--- src/include/datapath_cfg.svh ---
`ifndef DATAPATH_CFG_SVH
`define DATAPATH_CFG_SVH

// Full datapath word
`define DP_WIDTH 64

// One Am2901 slice is a nibble
`define SLICE_WIDTH 4

// Slices needed to cover the word
`define SLICE_COUNT 16

// Register file depth inside each slice
`define REG_COUNT 16

`endif

--- src/rtl/aluPkg.sv ---
`include "datapath_cfg.svh"

package aluPkg;

    // Operand and result of one slice
    typedef logic [`SLICE_WIDTH-1:0] sliceData;

    // Register file address, A and B ports
    typedef logic [$clog2(`REG_COUNT)-1:0] regAddr;

    // Whole datapath word
    typedef logic [`DP_WIDTH-1:0] wordData;

    // Destination, function and source fields, from bit 8 down
    typedef logic [8:0] aluInstr;

    // Source operand pairs, named R then S
    typedef enum logic [2:0] {
        AQ, AB, ZQ, ZB, ZA, DA, DQ, DZ
    } aluSource;

    // ALU function
    typedef enum logic [2:0] {
        ADD, SUBR, SUBS, OR, AND, NOTRS, EXOR, EXNOR
    } aluFunc;

    // Destination control
    // Bit 2 marks the shift codes, bit 1 picks the up direction
    // and bit 0 clear means Q shifts along with F
    typedef enum logic [2:0] {
        QREG, NOP, RAMA, RAMF, RAMQD, RAMD, RAMQU, RAMU
    } aluDest;

endpackage

--- src/rtl/statusPkg.sv ---
package statusPkg;

    // Status and shift instruction word
    typedef logic [12:0] statusInstr;

    // Flags as Z, N, C, V from the top bit down
    typedef logic [3:0] statusFlags;

    // Bit positions inside statusFlags
    localparam int FLAG_Z = 3;
    localparam int FLAG_N = 2;
    localparam int FLAG_C = 1;
    localparam int FLAG_V = 0;

    // Register operation, bits 1..0
    typedef enum logic [1:0] {
        LOAD_ALU, LOAD_Y, CLEAR, HOLD
    } statusOp;

    // Condition test, bits 4..2
    typedef enum logic [2:0] {
        TZ, TNZ, TC, TNC, TN, TNN, TV, TNXV
    } condSel;

    // Open end fill on shifts, bits 7..6
    typedef enum logic [1:0] {
        FILL_ZERO, FILL_ROTATE, FILL_SIGN, FILL_CARRY
    } shiftFill;

    // Slice carry-in source, bits 12..11
    typedef enum logic [1:0] {
        CIN_ZERO, CIN_ONE, CIN_EXT, CIN_MICRO
    } carrySel;

endpackage

--- src/rtl/am2901.sv ---
`timescale 1ns/100ps
`include "datapath_cfg.svh"

module am2901 (
    input  logic              clk,
    input  logic              reset,
    input  aluPkg::aluInstr   instr,
    input  aluPkg::regAddr    addrA,
    input  aluPkg::regAddr    addrB,
    input  aluPkg::sliceData  dataIn,
    input  logic              carryIn,
    input  logic              ramLowIn,
    input  logic              ramHighIn,
    input  logic              qLowIn,
    input  logic              qHighIn,
    output aluPkg::sliceData  y,
    output logic              ramLowOut,
    output logic              ramHighOut,
    output logic              qLowOut,
    output logic              qHighOut,
    output logic              carryOut,
    output logic              genN,
    output logic              propN,
    output logic              overflow,
    output logic              sign,
    output logic              zero
);
    import aluPkg::*;

    localparam int TOP = `SLICE_WIDTH - 1;

    aluSource src;
    aluFunc   func;
    aluDest   dest;

    sliceData regFile [`REG_COUNT];
    sliceData qReg;
    sliceData aData, bData;
    sliceData r, s, rEff, sEff, f;
    sliceData gen, prop;
    sliceData ramData, qData;
    logic [`SLICE_WIDTH:0] sum;
    logic regWrite, qWrite;

    // Instruction fields
    assign src  = aluSource'(instr[2:0]);
    assign func = aluFunc'(instr[5:3]);
    assign dest = aluDest'(instr[8:6]);

    // Both register ports read in the same cycle
    assign aData = regFile[addrA];
    assign bData = regFile[addrB];

    // R operand
    always_comb begin
        unique case (src)
            AQ, AB:     r = aData;
            ZQ, ZB, ZA: r = '0;
            default:    r = dataIn;
        endcase
    end

    // S operand
    always_comb begin
        unique case (src)
            AQ, ZQ, DQ: s = qReg;
            AB, ZB:     s = bData;
            ZA, DA:     s = aData;
            default:    s = '0;
        endcase
    end

    // Subtraction as addition of the complement
    assign rEff = (func == SUBR) ? ~r : r;
    assign sEff = (func == SUBS) ? ~s : s;
    assign sum  = {1'b0, rEff} + {1'b0, sEff} + {{`SLICE_WIDTH{1'b0}}, carryIn};

    always_comb begin
        unique case (func)
            ADD, SUBR, SUBS: f = sum[TOP:0];
            OR:              f = r | s;
            AND:             f = r & s;
            NOTRS:           f = ~r & s;
            EXOR:            f = r ^ s;
            default:         f = ~(r ^ s);
        endcase
    end

    // Active-low generate and propagate for the Am2902
    assign gen   = rEff & sEff;
    assign prop  = rEff | sEff;
    assign genN  = ~(gen[3] | (prop[3] & gen[2]) | (prop[3] & prop[2] & gen[1]) |
                     (prop[3] & prop[2] & prop[1] & gen[0]));
    assign propN = ~&prop;

    // Flags
    assign carryOut = sum[`SLICE_WIDTH];
    // Carry into the top bit differs from carry out on overflow
    assign overflow = sum[`SLICE_WIDTH] ^ (rEff[TOP] ^ sEff[TOP] ^ sum[TOP]);
    assign sign     = f[TOP];
    assign zero     = (f == '0);

    assign y = (dest == RAMA) ? aData : f;

    // End bits offered to the neighbours
    assign ramLowOut  = f[0];
    assign ramHighOut = f[TOP];
    assign qLowOut    = qReg[0];
    assign qHighOut   = qReg[TOP];

    // Register file data, shifted for the shift codes
    always_comb begin
        if (!dest[2]) begin
            ramData = f;
        end else if (dest[1]) begin
            ramData = {f[TOP-1:0], ramLowIn};
        end else begin
            ramData = {ramHighIn, f[TOP:1]};
        end
    end

    // Q register data
    always_comb begin
        if (!dest[2]) begin
            qData = f;
        end else if (dest[1]) begin
            qData = {qReg[TOP-1:0], qLowIn};
        end else begin
            qData = {qHighIn, qReg[TOP:1]};
        end
    end

    // QREG and NOP leave the register file alone
    assign regWrite = dest[2] | dest[1];
    assign qWrite   = (dest == QREG) || (dest[2] && !dest[0]);

    always_ff @(posedge clk) begin
        if (reset) begin
            for (int i = 0; i < `REG_COUNT; i++) begin
                regFile[i] <= '0;
            end
            qReg <= '0;
        end else begin
            if (regWrite) begin
                regFile[addrB] <= ramData;
            end
            if (qWrite) begin
                qReg <= qData;
            end
        end
    end

    // Only QREG may touch Q outside the shift codes
    qHoldCheck: assert property (@(posedge clk) disable iff (reset)
        (!dest[2] && dest != QREG) |=> $stable(qReg));

endmodule

--- src/rtl/am2902.sv ---
`timescale 1ns/100ps

module am2902 (
    input  logic       carryIn,
    input  logic [3:0] genN,
    input  logic [3:0] propN,
    output logic       carryX,
    output logic       carryY,
    output logic       carryZ,
    output logic       groupGenN,
    output logic       groupPropN
);

    always_comb begin
        logic       ripple;
        logic [2:0] rippleCarry;

        // Lookahead carries into groups 1, 2 and 3
        carryX = ~genN[0] | (~propN[0] & carryIn);
        carryY = ~genN[1] | (~propN[1] & ~genN[0]) | (~propN[1] & ~propN[0] & carryIn);
        carryZ = ~genN[2] | (~propN[2] & ~genN[1]) | (~propN[2] & ~propN[1] & ~genN[0]) |
                 (~propN[2] & ~propN[1] & ~propN[0] & carryIn);

        // Block generate and propagate for the next level
        groupGenN = ~(~genN[3] | (~propN[3] & ~genN[2]) | (~propN[3] & ~propN[2] & ~genN[1]) |
                      (~propN[3] & ~propN[2] & ~propN[1] & ~genN[0]));
        groupPropN = |propN;

        // Same carries, rippled group by group
        ripple = carryIn;
        for (int i = 0; i < 3; i++) begin
            ripple         = ~genN[i] | (~propN[i] & ripple);
            rippleCarry[i] = ripple;
        end

        lookaheadCheck: assert ({carryZ, carryY, carryX} == rippleCarry);
    end

endmodule

--- src/rtl/am2904.sv ---
`timescale 1ns/100ps

module am2904 (
    input  logic                  clk,
    input  logic                  reset,
    input  statusPkg::statusInstr instr,
    input  logic                  machineEnableN,
    input  logic                  microEnableN,
    input  statusPkg::statusFlags flags,
    input  statusPkg::statusFlags yIn,
    input  logic                  extCarry,
    input  logic                  shiftEnableN,
    input  logic                  ramLowIn,
    input  logic                  ramHighIn,
    input  logic                  qLowIn,
    input  logic                  qHighIn,
    output statusPkg::statusFlags yOut,
    output logic                  condTest,
    output logic                  sliceCarry,
    output logic                  ramLowOut,
    output logic                  ramHighOut,
    output logic                  qLowOut,
    output logic                  qHighOut
);
    import statusPkg::*;

    statusOp    op;
    condSel     cond;
    shiftFill   fill;
    carrySel    cinSel;
    logic       useMachine, shiftUp;
    statusFlags microReg, machineReg, testReg;
    logic       ramFill, qFill, shiftOn;

    // Same register update for micro and machine status
    function automatic statusFlags applyOp(statusOp opIn, statusFlags cur,
                                           statusFlags aluFlags, statusFlags busFlags);
        unique case (opIn)
            LOAD_ALU: return aluFlags;
            LOAD_Y:   return busFlags;
            CLEAR:    return '0;
            default:  return cur;
        endcase
    endfunction

    assign op         = statusOp'(instr[1:0]);
    assign cond       = condSel'(instr[4:2]);
    assign useMachine = instr[5];
    assign fill       = shiftFill'(instr[7:6]);
    assign shiftUp    = instr[10];
    assign cinSel     = carrySel'(instr[12:11]);

    always_ff @(posedge clk) begin
        if (reset) begin
            microReg   <= '0;
            machineReg <= '0;
        end else begin
            if (!microEnableN) begin
                microReg <= applyOp(op, microReg, flags, yIn);
            end
            if (!machineEnableN) begin
                machineReg <= applyOp(op, machineReg, flags, yIn);
            end
        end
    end

    // Register under test, also read back on Y
    assign testReg = useMachine ? machineReg : microReg;
    assign yOut    = testReg;

    always_comb begin
        unique case (cond)
            TZ:      condTest = testReg[FLAG_Z];
            TNZ:     condTest = !testReg[FLAG_Z];
            TC:      condTest = testReg[FLAG_C];
            TNC:     condTest = !testReg[FLAG_C];
            TN:      condTest = testReg[FLAG_N];
            TNN:     condTest = !testReg[FLAG_N];
            TV:      condTest = testReg[FLAG_V];
            default: condTest = testReg[FLAG_N] ^ testReg[FLAG_V];
        endcase
    end

    // Bit entering the open end of F and of Q
    always_comb begin
        unique case (fill)
            FILL_ZERO: begin
                ramFill = 1'b0;
                qFill   = 1'b0;
            end
            FILL_ROTATE: begin
                ramFill = shiftUp ? ramHighIn : ramLowIn;
                qFill   = shiftUp ? qHighIn : qLowIn;
            end
            FILL_SIGN: begin
                // Sign copy only makes sense going down
                ramFill = !shiftUp && ramHighIn;
                qFill   = !shiftUp && qHighIn;
            end
            default: begin
                ramFill = microReg[FLAG_C];
                qFill   = microReg[FLAG_C];
            end
        endcase
    end

    // Up shifts fill the low end, down shifts the high end
    assign shiftOn    = !shiftEnableN;
    assign ramLowOut  = shiftOn && shiftUp && ramFill;
    assign qLowOut    = shiftOn && shiftUp && qFill;
    assign ramHighOut = shiftOn && !shiftUp && ramFill;
    assign qHighOut   = shiftOn && !shiftUp && qFill;

    always_comb begin
        unique case (cinSel)
            CIN_ZERO: sliceCarry = 1'b0;
            CIN_ONE:  sliceCarry = 1'b1;
            CIN_EXT:  sliceCarry = extCarry;
            default:  sliceCarry = microReg[FLAG_C];
        endcase
    end

    microHoldCheck: assert property (@(posedge clk) disable iff (reset)
        microEnableN |=> $stable(microReg));

    machineHoldCheck: assert property (@(posedge clk) disable iff (reset)
        machineEnableN |=> $stable(machineReg));

endmodule

--- src/rtl/datapath.sv ---
`timescale 1ns/100ps
`include "datapath_cfg.svh"

module datapath (
    input  logic                  clk,
    input  logic                  reset,
    input  aluPkg::aluInstr       aluInstr,
    input  aluPkg::regAddr        addrA,
    input  aluPkg::regAddr        addrB,
    input  aluPkg::wordData       dataIn,
    input  logic                  carryIn,
    input  logic                  mode64,
    output aluPkg::wordData       yAlu,
    input  statusPkg::statusInstr statusInstr,
    input  logic                  machineEnableN,
    input  logic                  microEnableN,
    input  statusPkg::statusFlags yStatusIn,
    output statusPkg::statusFlags yStatusOut,
    output logic                  condTest
);
    import aluPkg::*;
    import statusPkg::*;

    localparam int HALF      = `SLICE_COUNT / 2;
    localparam int TOP_SLICE = `SLICE_COUNT - 1;

    aluDest upperDest;
    logic [$bits(aluInstr)-1:0] upperInstr;

    // Per-slice status and links
    logic [`SLICE_COUNT-1:0] sliceGenN, slicePropN;
    logic [`SLICE_COUNT-1:0] sliceZero, sliceSign, sliceOverflow;
    logic [`SLICE_COUNT-1:0] ramUp, ramDown, qUp, qDown;
    logic [`SLICE_COUNT-1:0] ramLowIn, ramHighIn, qLowIn, qHighIn;
    // carry[i] enters slice i, the last one leaves the word
    logic [`SLICE_COUNT:0]   carry;
    logic [3:0]              groupGenN, groupPropN;
    logic                    topGenN, topPropN;

    statusFlags aluFlags;
    logic       linkRamLow, linkRamHigh, linkQLow, linkQHigh;
    logic       endRamHigh, endQHigh;

    // Upper half may not write its registers in 32-bit mode
    assign upperDest  = mode64 ? aluDest'(aluInstr[8:6]) : NOP;
    assign upperInstr = {upperDest, aluInstr[5:0]};

    genvar i;
    generate
        for (i = 0; i < `SLICE_COUNT; i++) begin : slices
            am2901 slice (
                .clk       (clk),
                .reset     (reset),
                .instr     ((i >= HALF) ? upperInstr : aluInstr),
                .addrA     (addrA),
                .addrB     (addrB),
                .dataIn    (dataIn[i*`SLICE_WIDTH +: `SLICE_WIDTH]),
                .carryIn   (carry[i]),
                .ramLowIn  (ramLowIn[i]),
                .ramHighIn (ramHighIn[i]),
                .qLowIn    (qLowIn[i]),
                .qHighIn   (qHighIn[i]),
                .y         (yAlu[i*`SLICE_WIDTH +: `SLICE_WIDTH]),
                .ramLowOut (ramDown[i]),
                .ramHighOut(ramUp[i]),
                .qLowOut   (qDown[i]),
                .qHighOut  (qUp[i]),
                .carryOut  (),
                .genN      (sliceGenN[i]),
                .propN     (slicePropN[i]),
                .overflow  (sliceOverflow[i]),
                .sign      (sliceSign[i]),
                .zero      (sliceZero[i])
            );
        end

        // First level, four slices per unit
        for (i = 0; i < 4; i++) begin : groups
            am2902 lookahead (
                .carryIn   (carry[4*i]),
                .genN      (sliceGenN[4*i +: 4]),
                .propN     (slicePropN[4*i +: 4]),
                .carryX    (carry[4*i+1]),
                .carryY    (carry[4*i+2]),
                .carryZ    (carry[4*i+3]),
                .groupGenN (groupGenN[i]),
                .groupPropN(groupPropN[i])
            );
        end
    endgenerate

    // Second level, carries into slices 4, 8 and 12
    am2902 topLookahead (
        .carryIn   (carry[0]),
        .genN      (groupGenN),
        .propN     (groupPropN),
        .carryX    (carry[4]),
        .carryY    (carry[8]),
        .carryZ    (carry[12]),
        .groupGenN (topGenN),
        .groupPropN(topPropN)
    );

    // Carry out of bit 63
    assign carry[`SLICE_COUNT] = ~topGenN | (~topPropN & carry[0]);

    // Flags from bit 31 or bit 63
    assign aluFlags = mode64
        ? {&sliceZero, sliceSign[TOP_SLICE], carry[`SLICE_COUNT], sliceOverflow[TOP_SLICE]}
        : {&sliceZero[HALF-1:0], sliceSign[HALF-1], carry[HALF], sliceOverflow[HALF-1]};

    // Word ends seen by the status unit
    assign endRamHigh = mode64 ? ramUp[TOP_SLICE] : ramUp[HALF-1];
    assign endQHigh   = mode64 ? qUp[TOP_SLICE] : qUp[HALF-1];

    // Up links run low to high, down links high to low
    // Slice 7 takes the status unit's fill when the word ends at bit 31
    assign ramLowIn  = {ramUp[TOP_SLICE-1:0], linkRamLow};
    assign qLowIn    = {qUp[TOP_SLICE-1:0], linkQLow};
    assign ramHighIn = {linkRamHigh, ramDown[TOP_SLICE:HALF+1],
                        mode64 ? ramDown[HALF] : linkRamHigh, ramDown[HALF-1:1]};
    assign qHighIn   = {linkQHigh, qDown[TOP_SLICE:HALF+1],
                        mode64 ? qDown[HALF] : linkQHigh, qDown[HALF-1:1]};

    // Shift linkage is on whenever the ALU destination shifts
    am2904 status (
        .clk           (clk),
        .reset         (reset),
        .instr         (statusInstr),
        .machineEnableN(machineEnableN),
        .microEnableN  (microEnableN),
        .flags         (aluFlags),
        .yIn           (yStatusIn),
        .extCarry      (carryIn),
        .shiftEnableN  (~aluInstr[8]),
        .ramLowIn      (ramDown[0]),
        .ramHighIn     (endRamHigh),
        .qLowIn        (qDown[0]),
        .qHighIn       (endQHigh),
        .yOut          (yStatusOut),
        .condTest      (condTest),
        .sliceCarry    (carry[0]),
        .ramLowOut     (linkRamLow),
        .ramHighOut    (linkRamHigh),
        .qLowOut       (linkQLow),
        .qHighOut      (linkQHigh)
    );

endmodule

--- config.mk ---
export PLATFORM = sky130hd
export DESIGN_NAME = datapath
export DESIGN_NICKNAME = d
export VERILOG_FILES = /design/src/rtl/aluPkg.sv /design/src/rtl/statusPkg.sv /design/src/rtl/am2901.sv /design/src/rtl/am2902.sv /design/src/rtl/am2904.sv /design/src/rtl/datapath.sv
export VERILOG_INCLUDE_DIRS = /design/src /design/src/include
export SDC_FILE = /design/constraint.sdc
export NUM_CORES = 2
export LEC_CHECK = 0
export ABC_AREA = 1
export BUFFER_PORTS_ARGS = -buffer_cell sky130_fd_sc_hd__buf_2
export CAP_MARGIN = 10
export CORE_ASPECT_RATIO = 1.4
export CORE_MARGIN = 8
export CORE_UTILIZATION = 50
export CTS_CLUSTER_DIAMETER = 60
export DETAILED_ROUTE_END_ITERATION = 12
export MAX_ROUTING_LAYER = met4
export PLACE_DENSITY = 0.71
export RECOVER_POWER = 100
export SETUP_SLACK_MARGIN = 0.5
export SYNTH_ARGS = -nofsm -noshare
export SYNTH_HDL_FRONTEND = slang
export SYNTH_HIERARCHICAL = 1
export SYNTH_SLANG_ARGS = --single-unit
--- constraint.sdc ---
create_clock -name clk -period 6.1 [get_ports clk]
set_input_delay 0.61 -clock clk [delete_from_list [all_inputs] [get_ports clk]]
set_output_delay 0.61 -clock clk [all_outputs]
set_load 0.1 [all_outputs]
* Word level (Yosys, flattened, before mapping) *
Memories as Yosys holds them, arrays and structs flattened.
Cells that the tools add are included.

cells by class
  reduce and logical (&&, ||, !) cells = 106
  mux-type cells = 230
  equality and inequality tests = 26
  bitwise logic cells = 405
  $add $sub $neg = 32

operator list
  operator                                                                count
  4-bit 2-to-1 mux                                                        146
  4-bit one-hot mux with 5 select lines                                   16
  4-bit one-hot mux with 3 select lines                                   17
  4-bit bitwise AND                                                       48
  4-bit inverter                                                          48
  1-bit bitwise AND                                                       151
  4-bit bitwise OR                                                        32
  4-bit one-hot mux with 2 select lines                                   16
  1-bit bitwise OR                                                        96
  4-bit OR reduction                                                      20
  4-bit zero test                                                         16
  4-bit AND reduction                                                     16
  4-bit bitwise XOR                                                       16
  4-bit by 1-bit adder with 4-bit output                                  14
  4-bit adder                                                             14
  1-bit 2-to-1 mux                                                        30
  3-bit equality test (second input constant)                             9
  3-bit by 2-bit equality test with 1-bit output (second input constant)  8
  1-bit zero test                                                         22
  16-bit AND reduction                                                    1
  16-bit OR reduction                                                     1
  3-bit zero test                                                         5
  4-bit by 4-bit adder with 5-bit output                                  2
  5-bit by 1-bit adder with 5-bit output                                  2
  other kinds (16)                                                        53

word-level totals
  memories kept = 16
  output and inout port bits = 69
  logic and storage cells = 833
  register bits after elaboration = 72
  bits in writable memories = 1024

memories
  memory                    depth  width  read ports  clocked after Yosys merged registers in  wr ports  line          source
  slices[0].slice.regFile   16     4      2           0                                        16        am2901.sv:36  sliceData regFile [`REG_COUNT];
  slices[10].slice.regFile  16     4      2           0                                        16        am2901.sv:36
  slices[11].slice.regFile  16     4      2           0                                        16        am2901.sv:36
  slices[12].slice.regFile  16     4      2           0                                        16        am2901.sv:36
  slices[13].slice.regFile  16     4      2           0                                        16        am2901.sv:36
  slices[14].slice.regFile  16     4      2           0                                        16        am2901.sv:36
  +10 memories              --     --     --          --                                       --        --

* Longest topological paths before layout *
  word-level depth = 30
  depth in mapped cells = 49
  depth with buffers taken out = 46

* Hierarchy *
Netlist, hierarchy kept.

modules (own cells, without submodules)
  module                          sequential area each (µm²)  instances  cells each  area each (µm²)
  am2901 at slices[14].slice ...  2001.9                      7          690         4964.8
  am2901 at slices[0].slice ...   2001.9                      4          712         5198.7
  am2901 at slices[6].slice ...   2001.9                      3          695         5272.6
  am2901 at slices[13].slice      2001.9                      1          700         5225.0
  am2901 at slices[9].slice       2001.9                      1          685         5111.2
  am2904                          160.2                       1          138         795.8
  am2902                          0.0                         5          15          72.6
  datapath                        0.0                         1          33          195.2

* Worst setup path after synthesis *
No wires, ideal clock.

  kind = input to output
  from = in addrB[0]
  to = out yAlu[62]
  path buffers = 2
  arrival = 6.523 ns
  stages = 32
  required time = 5.490 ns
  setup slack = -1.033 ns
  path through = buf_2 buf_6 nand2_1 nor2_1 a21oi_1 nand2_1 nand2_1 nand2_1 o21ai_0 nand3_1 xor2_1 inv_1 ha_1 nor3_1 a221oi_1 o21ai_0 a21oi_1 o21a_1 nand2_1 nand2_1 nand2_2 nand2_1 nand2_1 inv_1 fa_1 fa_1 nand2_1 nor3b_1 a211oi_1 nand2_1 nand2_1 o21ai_0

on the way
  longest elaborated chain between the ends = 22

RTL lines
  what                                                          line                        source
  start: declaration                                            datapath.sv:9               input aluPkg::regAddr addrB,
  memory 16 x 4 bit                                             --
  4-bit one-hot mux with 3 select lines                         am2901.sv:65                unique case (src)
  4-bit inverter                                                am2901.sv:75                assign sEff = (func == SUBS) ? ~s : s;
  4-bit 2-to-1 mux                                              am2901.sv:75
  4-bit bitwise OR / 4-bit bitwise AND (equally long branches)  am2901.sv:91, am2901.sv:90
  1-bit bitwise AND, on equally long branches                   am2901.sv:92, am2901.sv:93
  1-bit bitwise OR (tied with other cells)                      am2901.sv:92                assign genN = ~(gen[3] | (prop[3] & gen[2]) | (prop[3] & prop[2] & gen[1]) |
  1-bit bitwise OR / 1-bit bitwise AND (equally long branches)  am2901.sv:92, am2901.sv:93
  [... 8 more ...]                                              --
  1-bit bitwise OR *                                            am2902.sv:21                carryZ = ~genN[2] | (~propN[2] & ~genN[1]) | (~propN[2] & ~propN[1] & ~genN[0]) |
  net carry[12]                                                 datapath.sv:36              logic [`SLICE_COUNT:0] carry;
  1-bit bitwise AND *                                           am2902.sv:22                (~propN[2] & ~propN[1] & ~propN[0] & carryIn);
  1-bit bitwise OR *                                            am2902.sv:21
  net carry[15]                                                 datapath.sv:36
  5-bit by 1-bit adder with 5-bit output *                      am2901.sv:76                assign sum = {1'b0, rEff} + {1'b0, sEff} + {{`SLICE_WIDTH{1'b0}}, carryIn};
  4-bit one-hot mux with 5 select lines *                       am2901.sv:79                unique case (func)
  4-bit 2-to-1 mux *                                            am2901.sv:103               assign y = (dest == RAMA) ? aData : f;
  end: declaration                                              datapath.sv:13              output aluPkg::wordData yAlu,

The timed path passes the listed nets; every way through them passes the cells marked *.

==> flow_summary.json <==
{
  "status": "finished with violations",
  "violations": "capacitance limit, slew limit, setup timing",
  "io_buffers": 170,
  "cts-root-buf": "clkbuf_16",
  "die_area_sq_um": 179000,
  "finish.utilization_pct": 64.2,
  "wl_um": 329000,
  "clock.fmax_mhz": 152,
  "wl_per_cell_um": 22.1,
  "hold_path_class": "input pin to register",
  "grt_start_max_net_pins": 77,
  "hpwl_um": 233000,
  "drv_slew": 79,
  "dpl.cell_count": 14400,
  "worstSetupPathType": "input pin to register",
  "hold_depth": 5,
  "rrSetupSlack_ns": -0.40,
  "nFillCells": 14200,
  "grtUsageTotal_pct": 35.3,
  "gp_congestion": 1.03,
  "setup_violations": 156,
  "required_ns": 6.62,
  "slowest_stage": "fa_2",
  "place_ws_ns": -1.08,
  "fin_crit_sh_pct": 108,
  "slew-limit-headroom_pct": -78.5,
  "avgSynthCellArea_sq_um": 7.29,
  "fp-row-count": 176,
  "rsz0062_at_grt": "yes",
  "cts_tree": "done",
  "cp_max_fo": 9,
  "synth_area_sq_um": 82700,
  "fin_cells": 14900,
  "first_global_vias": 85500,
  "drc": 0,
  "syn_nets": 11700,
  "cts_max_level": 3,
  "clock_skew_ns": 0.0545,
  "gr-total-overflow": 0,
  "vias": 87500,
  "cp-start-kind": "input pin",
  "critical_path_arrival_ns": 7.10,
  "clockBufferDepth": 3,
  "synthCells": 11300,
  "crit_path_start": "addrA[0]",
  "end_kind": "register",
  "ir_drop_mv": 0.318,
  "initial_core_util_pct": 50.3,
  "ff_latch_area_sq_um": 32200,
  "nNetsFinal": 13000,
  "ff2ff_path_depth": 44,
  "cpPeakStageDelay_ns": 0.54,
  "crit_path_frequent_cell": "buf_4",
  "die_y_um": 497,
  "critical_path.endpoint": "slices[15].slice/regFile[3][1]",
  "post_drt_via_cell_ratio": 5.89,
  "cts_buffers": 119,
  "cts.sinks": 1096,
  "first_iter_violations": 9313,
  "maxCapViolations": 3,
  "p_total_mw": 25.7,
  "antenna_found_initial": 8,
  "grt_pass1_wl_um": 484000,
  "r2r_end": "slices[15].slice/regFile[3][1]",
  "hold_viol_final": 0,
  "final_antenna_net_count": 0,
  "clk_latency_ns": 0.82,
  "fin_ws_ns": -0.486,
  "leakage_nw": 47.4,
  "r2r_start": "slices[6].slice/regFile[9][1]",
  "die_w_um": 360,
  "cts_hold_buf": 0,
  "yosysWarningCount": 6,
  "hold_slack_ns": 0.175,
  "fin_crit_ns": 6.59,
  "area_growth_pct": 27.5,
  "clk_pin_slew_worst_paths_ns": 0.06,
  "io_pins": 173,
  "p_per_area_nw_per_um2": 244,
  "core_area_sq_um": 164000,
  "dr.pass1.iters": 10,
  "drive_above_1_share_pct": 23.8,
  "multiInputGateArea_sq_um": 45500,
  "max_slew.worst_pin.slew_ns": 2.68
}
[worst min-delay path by stage]
stage | startpoint | endpoint | slack (ns)
2_1_floorplan | slices[0].slice/qReg[1] | slices[0].slice/qReg[1] | 0.53
3_3_place_gp | status/machineReg[0] | status/machineReg[0] | 0.54
3_5_place_dp | status/machineReg[0] | status/machineReg[0] | 0.55
4_1_cts | yStatusIn[1] | status/machineReg[1] | 0.13
5_1_grt | yStatusIn[0] | status/machineReg[0] | 0.20
6_report | yStatusIn[1] | status/machineReg[1] | 0.17
[sequential cells by signal, summed over array words and instances, names as in the netlist]
name                  count
slices.slice/regFile   1024
slices.slice/qReg        64
status/machineReg         4
status/microReg           4
[layout by cell type, fill, tap and decap left out, types with 208 or more instances in the layout]
cell         n
nand2_1   3489
inv_1     1172
buf_4     1167
a21oi_1   1109
edfxtp_1  1024
nor2_1     729
nand3_1    704
o21ai_0    491
nand2_2    270
buf_12     225
o21ai_1    208
[routing by layer]
layer  track usage, %  wire (um)  part of all wire (%)
met1             40.3     120000                    36
met2             58.8     157000                    48
met3             5.20      29000                   8.8
met4             21.3      23000                   7.0
met5                -          0                     0
[cell type report]
cell class | count | area share (%)
multi-input combinational | 8461 | 43.2
sequential | 1096 | 30.5
timing repair buffer | 1609 | 15.1
inverter | 1334 | 4.88
clock buffer | 149 | 2.97
tap | 2136 | 2.54
clock inverter | 76 | 0.825
antenna | 8 | 0.0190
[power breakdown]
part	internal, mW	switching [mW]	total [mW]
clock network	4.12	3.31	7.43
logic	3.57	5.94	9.51
registers	8.54	0.211	8.75
[critical path, delay by kind of cell]
kind                     cells  cell delay [ns]
AO/OA/AOI/OAI                8             1.00
XOR/XNOR                     1             0.19
adder cells (fa/ha/maj)      3             1.10
buffers and inverters       21             2.80
AND/OR/NAND/NOR             15             1.39
[timing repair]
| item | CTS | global route |
|---|---|---|
| pin swaps | 216 | 214 |
| resized for setup | 582 | 329 |
| gates cloned | 16 | 17 |
| setup endpoints to repair | 597 | 569 |
| setup buffers | 156 | 54 |
[stage by stage]
step | setup TNS [ns] | area (sq um)
2_1_floorplan | 0 | 83200
3_3_place_gp | -370.23 | 95200
3_5_place_dp | -376.01 | 95200
4_1_cts | -4.90 | 103000
5_1_grt | -78.06 | 105000
6_report | -38.05 | 105000
No activity file was read; power rests on OpenSTA's default activity.
